===== src/hdl/debugPkg.sv =====
package debugPkg;

   ///////////////////////////////////////////////////////////////////////
   // Widths
   ///////////////////////////////////////////////////////////////////////

   localparam int dataWidth    = 32;                      // Processor word
   localparam int byteWidth    = 8;                       // One UART byte
   localparam int bytesPerWord = dataWidth / byteWidth;
   localparam int pcWidth      = 8;

   ///////////////////////////////////////////////////////////////////////
   // Command bytes from the host
   ///////////////////////////////////////////////////////////////////////

   localparam logic [byteWidth-1:0] cmdContinuous = "c";
   localparam logic [byteWidth-1:0] cmdStep       = "s";
   localparam logic [byteWidth-1:0] cmdNext       = "n";  // One clock in step mode

   ///////////////////////////////////////////////////////////////////////
   // States and snapshot layout
   ///////////////////////////////////////////////////////////////////////

   typedef enum logic [2:0] {
      init,
      idle,
      continuous,
      step,
      send
   } ctrlState;

   // Snapshot is sent in this order
   typedef enum logic [1:0] {
      pcSeg,
      pipeSeg,
      regSeg,
      memSeg
   } dumpSegment;

   localparam int pipeWords = 3;  // IF/ID instr, EX/MEM ALU out, MEM/WB read data

endpackage


===== src/hdl/debugControl.sv =====
module debugControl (
   input  logic                             clock,
   input  logic                             reset,
   input  logic                             endOfProgram,
   // UART receive FIFO
   input  logic [debugPkg::byteWidth-1:0]   rxData,
   input  logic                             rxValid,
   output logic                             rxPop,
   // Dump handshake with the sequencer
   input  logic                             dumpDone,
   output logic                             dumpStart,
   // Processor side
   output logic                             datapathOn,
   output logic                             datapathReset,
   output logic                             ledIdle
);

   debugPkg::ctrlState state;
   debugPkg::ctrlState nextState;

   logic isContinuous;
   logic isStep;
   logic isNext;

   ///////////////////////////////////////////////////////////////////////
   // Command decode
   ///////////////////////////////////////////////////////////////////////

   assign isContinuous = (rxData == debugPkg::cmdContinuous);
   assign isStep       = (rxData == debugPkg::cmdStep);
   assign isNext       = (rxData == debugPkg::cmdNext);

   ///////////////////////////////////////////////////////////////////////
   // State register
   ///////////////////////////////////////////////////////////////////////

   always_ff @(posedge clock) begin
      if (reset) begin
         state     <= debugPkg::init;
         dumpStart <= 1'b0;
      end else begin
         state     <= nextState;
         // Pulse on the first cycle spent in send
         dumpStart <= (nextState == debugPkg::send) && (state != debugPkg::send);
      end
   end

   ///////////////////////////////////////////////////////////////////////
   // Next state and outputs
   ///////////////////////////////////////////////////////////////////////

   always_comb begin
      nextState     = state;
      rxPop         = 1'b0;
      datapathOn    = 1'b0;
      datapathReset = 1'b0;
      ledIdle       = 1'b0;

      case (state)
         debugPkg::init: begin
            datapathReset = 1'b1;
            nextState     = debugPkg::idle;
         end

         debugPkg::idle: begin
            ledIdle       = 1'b1;
            datapathReset = 1'b1;        // Pipe held empty while waiting
            rxPop         = rxValid;     // Every byte is consumed, unknown ones dropped
            if (rxValid && isContinuous) begin
               nextState = debugPkg::continuous;
            end else if (rxValid && isStep) begin
               nextState = debugPkg::step;
            end
         end

         debugPkg::continuous: begin
            // Run freely and stop on the cycle the program ends
            datapathOn = !endOfProgram;
            if (endOfProgram) begin
               nextState = debugPkg::send;
            end
         end

         debugPkg::step: begin
            rxPop = rxValid;
            if (rxValid && isNext) begin
               datapathOn = 1'b1;       // Exactly one clock of the pipe
               nextState  = debugPkg::send;
            end
         end

         debugPkg::send: begin
            if (dumpDone) begin
               nextState = endOfProgram ? debugPkg::idle : debugPkg::step;
            end
         end

         default: begin
            nextState = debugPkg::init;
         end
      endcase
   end

endmodule


===== src/hdl/dumpSequencer.sv =====
module dumpSequencer #(
   parameter int numRegs     = 32,
   parameter int numMemWords = 16
) (
   input  logic                             clock,
   input  logic                             reset,
   input  logic                             dumpStart,
   output logic                             dumpDone,
   // Snapshot sources
   input  logic [debugPkg::pcWidth-1:0]     fetchPc,
   input  logic [debugPkg::dataWidth-1:0]   ifIdInstr,
   input  logic [debugPkg::dataWidth-1:0]   exMemAluOut,
   input  logic [debugPkg::dataWidth-1:0]   memWbReadData,
   output logic [$clog2(numRegs)-1:0]       regAddr,
   input  logic [debugPkg::dataWidth-1:0]   regData,
   output logic [$clog2(numMemWords)-1:0]   memAddr,
   input  logic [debugPkg::dataWidth-1:0]   memData,
   output logic                             debugRamSrc,
   // UART transmit side
   output logic [debugPkg::byteWidth-1:0]   txData,
   output logic                             txWrite,
   input  logic                             txDone
);

   localparam int regAddrWidth = $clog2(numRegs);
   localparam int memAddrWidth = $clog2(numMemWords);
   localparam int pipeIdxWidth = $clog2(debugPkg::pipeWords);
   localparam int addrWidth    = (regAddrWidth > memAddrWidth) ? regAddrWidth : memAddrWidth;
   localparam int idxWidth     = (addrWidth > pipeIdxWidth) ? addrWidth : pipeIdxWidth;
   localparam int byteIdxWidth = $clog2(debugPkg::bytesPerWord);

   localparam logic [byteIdxWidth-1:0] topByte = byteIdxWidth'(debugPkg::bytesPerWord - 1);

   debugPkg::dumpSegment segment;
   debugPkg::dumpSegment nextSegment;

   logic [idxWidth-1:0]               wordIdx;
   logic [byteIdxWidth-1:0]           byteIdx;      // Counts down, MSB goes first
   logic                              busy;
   logic                              lastQueued;   // Final byte is out, waiting for its txDone
   logic [idxWidth-1:0]               segLastWord;
   logic                              wordEnd;
   logic                              segEnd;
   logic                              dumpEnd;
   logic                              issue;
   logic [debugPkg::dataWidth-1:0]    curWord;
   logic [debugPkg::byteWidth-1:0]    curByte;

   assign regAddr = wordIdx[regAddrWidth-1:0];
   assign memAddr = wordIdx[memAddrWidth-1:0];

   ///////////////////////////////////////////////////////////////////////
   // Position decode
   ///////////////////////////////////////////////////////////////////////

   always_comb begin
      case (segment)
         debugPkg::pcSeg: begin
            segLastWord = '0;
            nextSegment = debugPkg::pipeSeg;
         end
         debugPkg::pipeSeg: begin
            segLastWord = idxWidth'(debugPkg::pipeWords - 1);
            nextSegment = debugPkg::regSeg;
         end
         debugPkg::regSeg: begin
            segLastWord = idxWidth'(numRegs - 1);
            nextSegment = debugPkg::memSeg;
         end
         default: begin
            segLastWord = idxWidth'(numMemWords - 1);
            nextSegment = debugPkg::pcSeg;
         end
      endcase
   end

   assign wordEnd = (byteIdx == '0);
   assign segEnd  = wordEnd && (wordIdx == segLastWord);
   assign dumpEnd = segEnd && (segment == debugPkg::memSeg);

   ///////////////////////////////////////////////////////////////////////
   // Byte select
   ///////////////////////////////////////////////////////////////////////

   always_comb begin
      case (segment)
         debugPkg::pcSeg: begin
            // PC sits in the low byte, byteIdx is 0 here
            curWord = {{(debugPkg::dataWidth - debugPkg::pcWidth){1'b0}}, fetchPc};
         end
         debugPkg::pipeSeg: begin
            if (wordIdx == '0) begin
               curWord = ifIdInstr;
            end else if (wordIdx == idxWidth'(1)) begin
               curWord = exMemAluOut;
            end else begin
               curWord = memWbReadData;
            end
         end
         debugPkg::regSeg: curWord = regData;
         default:          curWord = memData;
      endcase
   end

   assign curByte = curWord[byteIdx * debugPkg::byteWidth +: debugPkg::byteWidth];

   // Start of a dump, or next byte once the UART has taken the last one
   assign issue = (!busy && dumpStart) || (busy && txDone && !lastQueued);

   always_ff @(posedge clock) begin
      if (issue) begin
         txData <= curByte;
      end
   end

   ///////////////////////////////////////////////////////////////////////
   // Walk through the snapshot
   ///////////////////////////////////////////////////////////////////////

   always_ff @(posedge clock) begin
      if (reset) begin
         busy        <= 1'b0;
         lastQueued  <= 1'b0;
         segment     <= debugPkg::pcSeg;
         wordIdx     <= '0;
         byteIdx     <= '0;
         txWrite     <= 1'b0;
         dumpDone    <= 1'b0;
         debugRamSrc <= 1'b0;
      end else begin
         txWrite  <= issue;
         dumpDone <= 1'b0;

         if (!busy && dumpStart) begin
            busy <= 1'b1;
         end
         if (issue && segment == debugPkg::memSeg) begin
            debugRamSrc <= 1'b1;                   // Memory read port taken over
         end

         // Address holds through the txWrite cycle, then moves to the next byte
         if (txWrite) begin
            if (dumpEnd) begin
               lastQueued <= 1'b1;
            end else if (!wordEnd) begin
               byteIdx <= byteIdx - 1'b1;
            end else begin
               byteIdx <= topByte;
               if (segEnd) begin
                  wordIdx <= '0;
                  segment <= nextSegment;
               end else begin
                  wordIdx <= wordIdx + 1'b1;
               end
            end
         end

         // Last byte acknowledged, back to rest
         if (busy && txDone && lastQueued) begin
            busy        <= 1'b0;
            lastQueued  <= 1'b0;
            dumpDone    <= 1'b1;
            debugRamSrc <= 1'b0;
            segment     <= debugPkg::pcSeg;
            wordIdx     <= '0;
            byteIdx     <= '0;
         end
      end
   end

endmodule


===== src/hdl/debugUnit.sv =====
module debugUnit #(
   parameter int numRegs     = 32,
   parameter int numMemWords = 16
) (
   input  logic                             clock,
   input  logic                             reset,
   // UART receive FIFO
   input  logic [debugPkg::byteWidth-1:0]   rxData,
   input  logic                             rxValid,
   output logic                             rxPop,
   // UART transmitter
   output logic [debugPkg::byteWidth-1:0]   txData,
   output logic                             txWrite,
   input  logic                             txDone,
   // Processor status and control
   input  logic                             endOfProgram,
   input  logic [debugPkg::pcWidth-1:0]     fetchPc,
   input  logic [debugPkg::dataWidth-1:0]   ifIdInstr,
   input  logic [debugPkg::dataWidth-1:0]   exMemAluOut,
   input  logic [debugPkg::dataWidth-1:0]   memWbReadData,
   output logic                             datapathOn,
   output logic                             datapathReset,
   output logic                             ledIdle,
   // Register file read port
   output logic [$clog2(numRegs)-1:0]       regAddr,
   input  logic [debugPkg::dataWidth-1:0]   regData,
   // Data memory read port
   output logic [$clog2(numMemWords)-1:0]   memAddr,
   input  logic [debugPkg::dataWidth-1:0]   memData,
   output logic                             debugRamSrc
);

   logic dumpStart;
   logic dumpDone;

   ///////////////////////////////////////////////////////////////////////
   // Command handling and run control
   ///////////////////////////////////////////////////////////////////////

   debugControl u_debugControl (
      .clock         (clock),
      .reset         (reset),
      .endOfProgram  (endOfProgram),
      .rxData        (rxData),
      .rxValid       (rxValid),
      .rxPop         (rxPop),
      .dumpDone      (dumpDone),
      .dumpStart     (dumpStart),
      .datapathOn    (datapathOn),
      .datapathReset (datapathReset),
      .ledIdle       (ledIdle)
   );

   ///////////////////////////////////////////////////////////////////////
   // Snapshot to UART
   ///////////////////////////////////////////////////////////////////////

   dumpSequencer #(
      .numRegs     (numRegs),
      .numMemWords (numMemWords)
   ) u_dumpSequencer (
      .clock         (clock),
      .reset         (reset),
      .dumpStart     (dumpStart),
      .dumpDone      (dumpDone),
      .fetchPc       (fetchPc),
      .ifIdInstr     (ifIdInstr),
      .exMemAluOut   (exMemAluOut),
      .memWbReadData (memWbReadData),
      .regAddr       (regAddr),
      .regData       (regData),
      .memAddr       (memAddr),
      .memData       (memData),
      .debugRamSrc   (debugRamSrc),
      .txData        (txData),
      .txWrite       (txWrite),
      .txDone        (txDone)
   );

endmodule


===== config.mk =====
export PLATFORM = sky130hd
export DESIGN_NAME = debugUnit
export DESIGN_NICKNAME = d
export VERILOG_FILES = /design/src/hdl/debugPkg.sv /design/src/hdl/debugControl.sv /design/src/hdl/dumpSequencer.sv /design/src/hdl/debugUnit.sv
export SDC_FILE = /design/constraint.sdc
export NUM_CORES = 1
export LEC_CHECK = 0
export BUFFER_PORTS_ARGS = -buffer_cell sky130_fd_sc_hd__buf_2
export CORE_MARGIN = 8
export CORE_UTILIZATION = 46
export DETAILED_ROUTE_END_ITERATION = 16
export GPL_TIMING_DRIVEN = 0
export PLACE_DENSITY = 0.95
export SLEW_MARGIN = 10
export SYNTH_ARGS = -nofsm -noshare
export SYNTH_HDL_FRONTEND = slang
export SYNTH_HIERARCHICAL = 1
export SYNTH_SLANG_ARGS = --single-unit
export TNS_END_PERCENT = 100

===== constraint.sdc =====
create_clock -name clock -period 4.45 [get_ports clock]
set_input_delay 0.6675 -clock clock [delete_from_list [all_inputs] [get_ports clock]]
set_output_delay 0.6675 -clock clock [all_outputs]
set_load 0.05 [all_outputs]

======== Word-level counts from Yosys, hierarchy flattened ========
Index checks and enable logic that the tools add are counted.
storage, ports and cells
  input bits .............................. 181
  register bits ........................... 26
  logic and storage cells ................. 75
operators by class
  add/subtract/negate cells ............... 2
  shifts and indexed selects .............. 1
  mux-type cells .......................... 20
  eq/ne operators ......................... 14
  reductions and logical operators ........ 26
  bitwise gates (word level) .............. 1
operators by type and width
  cell                   count
  $pmux W32 S3           1
  $mux W32               2
  $shiftx A32 B6 Y8      1
  $eq A8 B7 Y1 const B   3
  $mux W3                5
  $pmux W3 S5            1
  $pmux W5 S3            1
  $logic_and A1 B1 Y1    11
  $eq A3 B2 Y1 const B   2
  $eq A3 B3 Y1 const B   2
  $pmux W2 S3            1
  $reduce_or A2 Y1       3
  $add A5 B1 Y5 const B  1
  $eq A5 B1 Y1 const B   1
  $eq A5 B5 Y1           1
  $logic_not A5 Y1       1
  $mux W1                5
  $mux W5                1
  $eq A2 B2 Y1 const B   2
  $logic_not A2 Y1       2
  $mux W2                2
  $reduce_and A2 Y1      2
  $reduce_and A4 Y1      1
  $eq A3 B1 Y1 const B   1
  9 further kinds        11

======== Depth between registers and ports, before layout ========
  word-level depth ........................ 7
  depth in mapped cells ................... 10

======== By module ========
The synthesis kept the hierarchy.
by module, submodules not included
  module         sequential area each (um^2)  cells an instance  area each (um^2)  times used
  dumpSequencer  520.5                        354                2,591.2           1
  debugControl   80.1                         39                 332.8             1

======== Worst setup path before layout ========
Ideal clock, no wire load.
  kind .................................... register -> register
  start ................................... register u_dumpSequencer.wordIdx[0], in the netlist u_dumpSequencer/regAddr[0]
  end ..................................... register u_dumpSequencer/txData[0] (netlist bit) (data pin)
  data required time ...................... 4.173 ns
  stages on the path, launching flop included .. 9
  library setup time ...................... 0.277 ns
  path slack .............................. 1.762 ns
  data arrival time ....................... 2.412 ns
  cells stage by stage .................... dfxtp_1 -> ha_1 -> or4b_4 -> buf_6 -> buf_6 -> mux2i_1 -> nor3_1 -> o41ai_2 -> o221ai_1
between the ends
  longest elaborated chain between the ends .. 5
  elaborated cells between the ends (all ways) .. 6
RTL lines
  what                                   RTL line              text
  start: declaration                     dumpSequencer.sv:37   logic [idxWidth-1:0] wordIdx;
  start signal: assignment               dumpSequencer.sv:153  wordIdx <= wordIdx + 1'b1;
  $eq A5 B1 Y1                           dumpSequencer.sv:94   end else if (wordIdx == idxWidth'(1)) begin
  $mux W32                               dumpSequencer.sv:94
  $mux W32 (*)                           dumpSequencer.sv:92   if (wordIdx == '0) begin
  $pmux W32 S3 (*)                       dumpSequencer.sv:86   case (segment)
  $shiftx A32 B6 Y8 (*)                  dumpSequencer.sv:105  assign curByte = curWord[byteIdx * debugPkg::byteWidth +: debugPkg::byteWidth];
  via u_dumpSequencer.curByte (one bit)  dumpSequencer.sv:47   logic [debugPkg::byteWidth-1:0] curByte;
  end signal: assignment                 dumpSequencer.sv:112  txData <= curByte;
  end: declaration                       dumpSequencer.sv:20   output logic [debugPkg::byteWidth-1:0] txData,
The timed path passes the listed nets; every way through them passes the cells marked *.
A chain may end at the register's enable or synchronous reset.

======== Worst setup path after layout ========
  start ................................... register u_dumpSequencer.wordIdx[0], in the netlist u_dumpSequencer/regAddr[0]
  end ..................................... register u_dumpSequencer/txData[3] (netlist bit) (data pin)
The elaborated chain is that of the path after synthesis.

==> out/metrics.csv <==
stage,metric,value,unit
floorplanning,chip width,95.73,um
pwr,Power Density,124.0,nW/um^2
floorplanning,# rows,29,
worst_setup_path,crit path DAT,3.23,ns
clock_network,CTS tree,done,
clock_network,clk buf depth,2,
logic_synthesis,post-synthesis cell count,393,
place,DP Cell Count,673,
min_path,Hold Path Stages,2,
worst_setup_path,internal reg-to-reg setup slack,1.22,ns
logic_synthesis,Seq cells post-synth,26,
worst_setup_path,WP data required,4.45,ns
grt,number of global-route vias before repair,4205,
clock_network,Clock transition at path regs,0.10,ns
worst_setup_path,CP max stage delay,0.52,ns
timing,slew at the pin closest to its max-slew limit,0.9186,ns
logic_synthesis,Yosys top cell area share,12.32,%
logic_synthesis,count of cell types in the netlist,62,
route,Via density,6.174,
floorplanning,core area,6241,sq um
worst_setup_path,Crit path depth,9,
grt,antenna violations before repair,0,
finish,# fillers,566,
floorplanning,Starting Density,46.85,%
route,drt first pass iters,5,
job,max-cap violation count,0,
pwr,leakage power,1.833,nW
timing,Tmin final,3.231,ns
timing,RSZ-0062 raised after global routing,false,
finish,Final nets,792,
logic_synthesis,async set-reset flop share out of synthesis,0,%
route,total number of vias,4180,
timing,slew margin rel.,38.35,%
clock_network,Num CTS Buffers,3,
worst_setup_path,CP endpoint kind,register,
worst_setup_path,worst-case reg-to-reg path depth,9,
worst_setup_path,FF-to-FF Start,u_dumpSequencer/regAddr[0]$_SDFFE_PP0P_,
clock_network,clock latency at the later pin of the worst-skew pair,0.27,ns
logic_synthesis,syn nets,584,
route,Starting DRT DRC Count,316,
logic_synthesis,mapped cell area,2924,sq um
clock_network,post-CTS setup buffer count,0,
logic_synthesis,Most used DFF post-synth,dfxtp_1,
logic_synthesis,Post-synth EDFFs,8,
logic_synthesis,yosys warns,6,
worst_setup_path,Setup crit start kind,register,
pwr,Max VDD drop,0.1661,mV
timing,final hold vios,0,
grt,first-pass GRT wire length,20900,um
route,DRC viols,0,
worst_setup_path,crit path max fanout,10,
worst_setup_path,Worst path top cell family by delay,simple AND/OR/NAND/NOR gates,
worst_setup_path,critical path type,reg2reg,
place,# port buffers,203,
route,remaining antenna violation count after routing,0,
place,routability congestion estimate,1.008,
logic_synthesis,largest cells by area after synthesis,"dfxtp_1 12%, a21oi_1 9.6%, edfxtp_1 8.2%, o21ai_0 6.5%, a2bb2oi_1 5.4%",
timing,final worst-path cycle share,72.61,%
floorplanning,Die Area,9164,sq um
place,post-detail-place hpwl,11810,um
worst_setup_path,crit-path most repeated cell,clkbuf_1,
timing,setup TNS,0,ns
finish,fin cells,677,
floorplanning,num ports,204,
clock_network,H-tree Lvls,1,
timing,FMAX,309.5,MHz
route,Avg WL per Cell,20.77,um
grt,total track usage,28.95,%
timing,max-slew violations,0,
worst_setup_path,FF-to-FF End,u_dumpSequencer/txData[3]$_DFFE_PP_,
worst_setup_path,Worst path slowest cell,or4b_1,
clock_network,"Hold-fix buffers, CTS",0,
logic_synthesis,"Seq/Total Area, Yosys",20.54,%
finish,Multi-input gate area,2096,sq um
min_path,hold endpoint,u_dumpSequencer/busy$_SDFFE_PP0P_,
logic_synthesis,leading area contributor after synthesis,dfxtp_1,
min_path,Hold Crit Start,u_debugControl/dumpStart$_SDFF_PP0_,
logic_synthesis,Syn Area/Cell,7.440,sq um
worst_setup_path,sum of buffers and inverters on the critical path,3,
grt,pin count of the biggest net entering global routing,15,
grt,grt total ovfl,0,
worst_setup_path,critical-path cell list,"inv_1, ha_1, clkbuf_1, or4b_1, clkbuf_1, nand2_1, nor3_1, nor4_1, o221ai_1",
clock_network,CTS resizes,0,
floorplanning,die height,95.73,um
finish,Area Overhead vs Synth,39.79,%
finish,n_diodes,0,
clock_network,Root Buffer,clkbuf_8,
finish,register area,600.6,sq um
timing,clk_skew,0.008761,ns
route,final WL,14060,um
finish,layout cells sized above 1,38.33,%
clock_network,CTS Sinks,26,
timing,final setup fails,0,
run_status,status,"complete, no violations",
min_path,min-delay worst type,reg2reg,
flip-flops by register name, indices dropped and copies added, names as in the netlist:
name / cells
u_dumpSequencer/lastQueued: 1
u_dumpSequencer/debugRamSrc: 1
u_dumpSequencer/txData: 8
u_dumpSequencer/regAddr: 5
u_dumpSequencer/dumpDone: 1
u_debugControl/dumpStart: 1
u_dumpSequencer/busy: 1
u_dumpSequencer/txWrite: 1
u_dumpSequencer/segment: 2
u_dumpSequencer/byteIdx: 2
u_debugControl/state: 3
worst reg2reg max path: cells and delay by family, from the launching register on:
family | cells | cell delay (ns)
adder cells (fa/ha/maj) | 1 | 0.17
AO/OA/AOI/OAI | 1 | 0.23
AND/OR/NAND/NOR | 4 | 1.42
buffers and inverters | 3 | 0.74
flip-flops | 1 | 0.40
how the worst max path moves through the flow:
stage	start	to	slack, ns
2_1_floorplan	u_dumpSequencer/regAddr[0]$_SDFFE_PP0P_	u_dumpSequencer/txData[0]$_DFFE_PP_	1.76
3_3_place_gp	u_dumpSequencer/regAddr[0]$_SDFFE_PP0P_	u_dumpSequencer/txData[7]$_DFFE_PP_	1.33
3_5_place_dp	u_dumpSequencer/regAddr[0]$_SDFFE_PP0P_	u_dumpSequencer/txData[3]$_DFFE_PP_	1.31
4_1_cts	u_dumpSequencer/regAddr[0]$_SDFFE_PP0P_	u_dumpSequencer/txData[3]$_DFFE_PP_	1.29
5_1_grt	u_dumpSequencer/regAddr[0]$_SDFFE_PP0P_	u_dumpSequencer/txData[3]$_DFFE_PP_	1.11
6_report	u_dumpSequencer/regAddr[0]$_SDFFE_PP0P_	u_dumpSequencer/txData[3]$_DFFE_PP_	1.22
cell usage after synthesis, types with 3 or more instances:
master,number
a22oi_1,3
nand2_1,10
edfxtp_1,8
and2_1,3
mux2i_1,10
a2bb2oi_1,18
nor3_1,15
xnor2_1,3
a21oi_1,56
nor2_1,42
nand2b_1,4
a211oi_1,9
o2111ai_1,6
buf_4,4
a221oi_1,8
o2bb2ai_1,4
o211ai_1,5
nor4_1,11
nor2b_1,4
nand3_1,8
clkbuf_1,30
ha_1,10
dfxtp_1,18
o221ai_1,10
nand3b_1,3
o21ai_0,38
buf_6,4
inv_1,11
through the flow:
| step | area (sq um) | hold WS (ns) | utilization, % | power [W] | setup WS [ns] |
|---|---|---|---|---|---|
| 6_report | 4088 | 0.4838 | 65.50 | 0.0005068 | 1.219 |
| 5_1_grt | 4088 | 0.5295 | 65.50 | 0.0005255 | 1.106 |
| 4_1_cts | 4081 | 0.4883 | 65.40 | 0.0005060 | 1.291 |
| 3_5_place_dp | 4036 | 0.4687 | 64.68 | 0.0003724 | 1.306 |
| 3_3_place_gp | 4036 | 0.4436 | 64.68 | 0.0003705 | 1.330 |
| 2_1_floorplan | 2924 | 0.4344 | - | 0.0002786 | 1.762 |
routing by layer:
metal	GRT usage, %	vias up	wire length, um
met5	0	-	0
met4	11.52	0	499
met3	6.942	42	1670
met2	52.34	268	7012
met1	31.76	1932	4878
li1	-	1938	-
area by class of cell:
class / instances / area share (%)
plain buffers: 39 / 4.714
well taps: 77 / 2.357
clock inverters: 1 / 0.09183
clock buffers: 3 / 1.010
inverters: 11 / 1.010
multi-input cells: 317 / 51.27
repair buffers: 203 / 24.85
flip-flops and latches: 26 / 14.69
layout by cell type, fill, tap and decap left out, types with 2 or more instances in the layout:
master,count
nand2b_1,4
o2bb2ai_1,4
mux2i_1,10
mux2_2,2
o211ai_1,5
nand2_1,10
o21ai_1,2
nand3_1,8
o2111ai_1,6
buf_2,204
and2_1,3
xnor2_1,3
o32a_1,2
nor2_1,42
dfxtp_1,18
nor3_1,15
ha_1,10
o41ai_1,2
buf_6,4
a22oi_1,3
a21oi_1,56
nand3b_1,3
o221ai_1,10
nor2b_1,4
clkbuf_1,30
a221oi_1,8
or2_2,2
nor4_1,11
inv_1,11
a211oi_1,9
edfxtp_1,8
clkbuf_8,3
buf_4,4
a2bb2oi_1,18
o21ai_0,37
cell families (layout without fill, tap and decap cells):
| kind of cell | after synthesis | in the layout | synth area share, % |
|---|---|---|---|
| compound gates | 173 | 173 | 39.28 |
| xor+xnor | 4 | 4 | 1.198 |
| fa+ha+maj | 10 | 10 | 4.279 |
| buf+inv | 50 | 257 | 8.002 |
| flops | 26 | 26 | 20.54 |
| mux | 12 | 12 | 4.193 |
| simple gates | 118 | 118 | 22.51 |
report_power, final:
group	internal (W)	switching (W)
Combinational	0.0000708	0.0000520
Clock	0.0000619	0.0000764
Sequential	0.000244	0.00000130
Total	0.000377	0.000130
(Power assumes the default switching activity.)
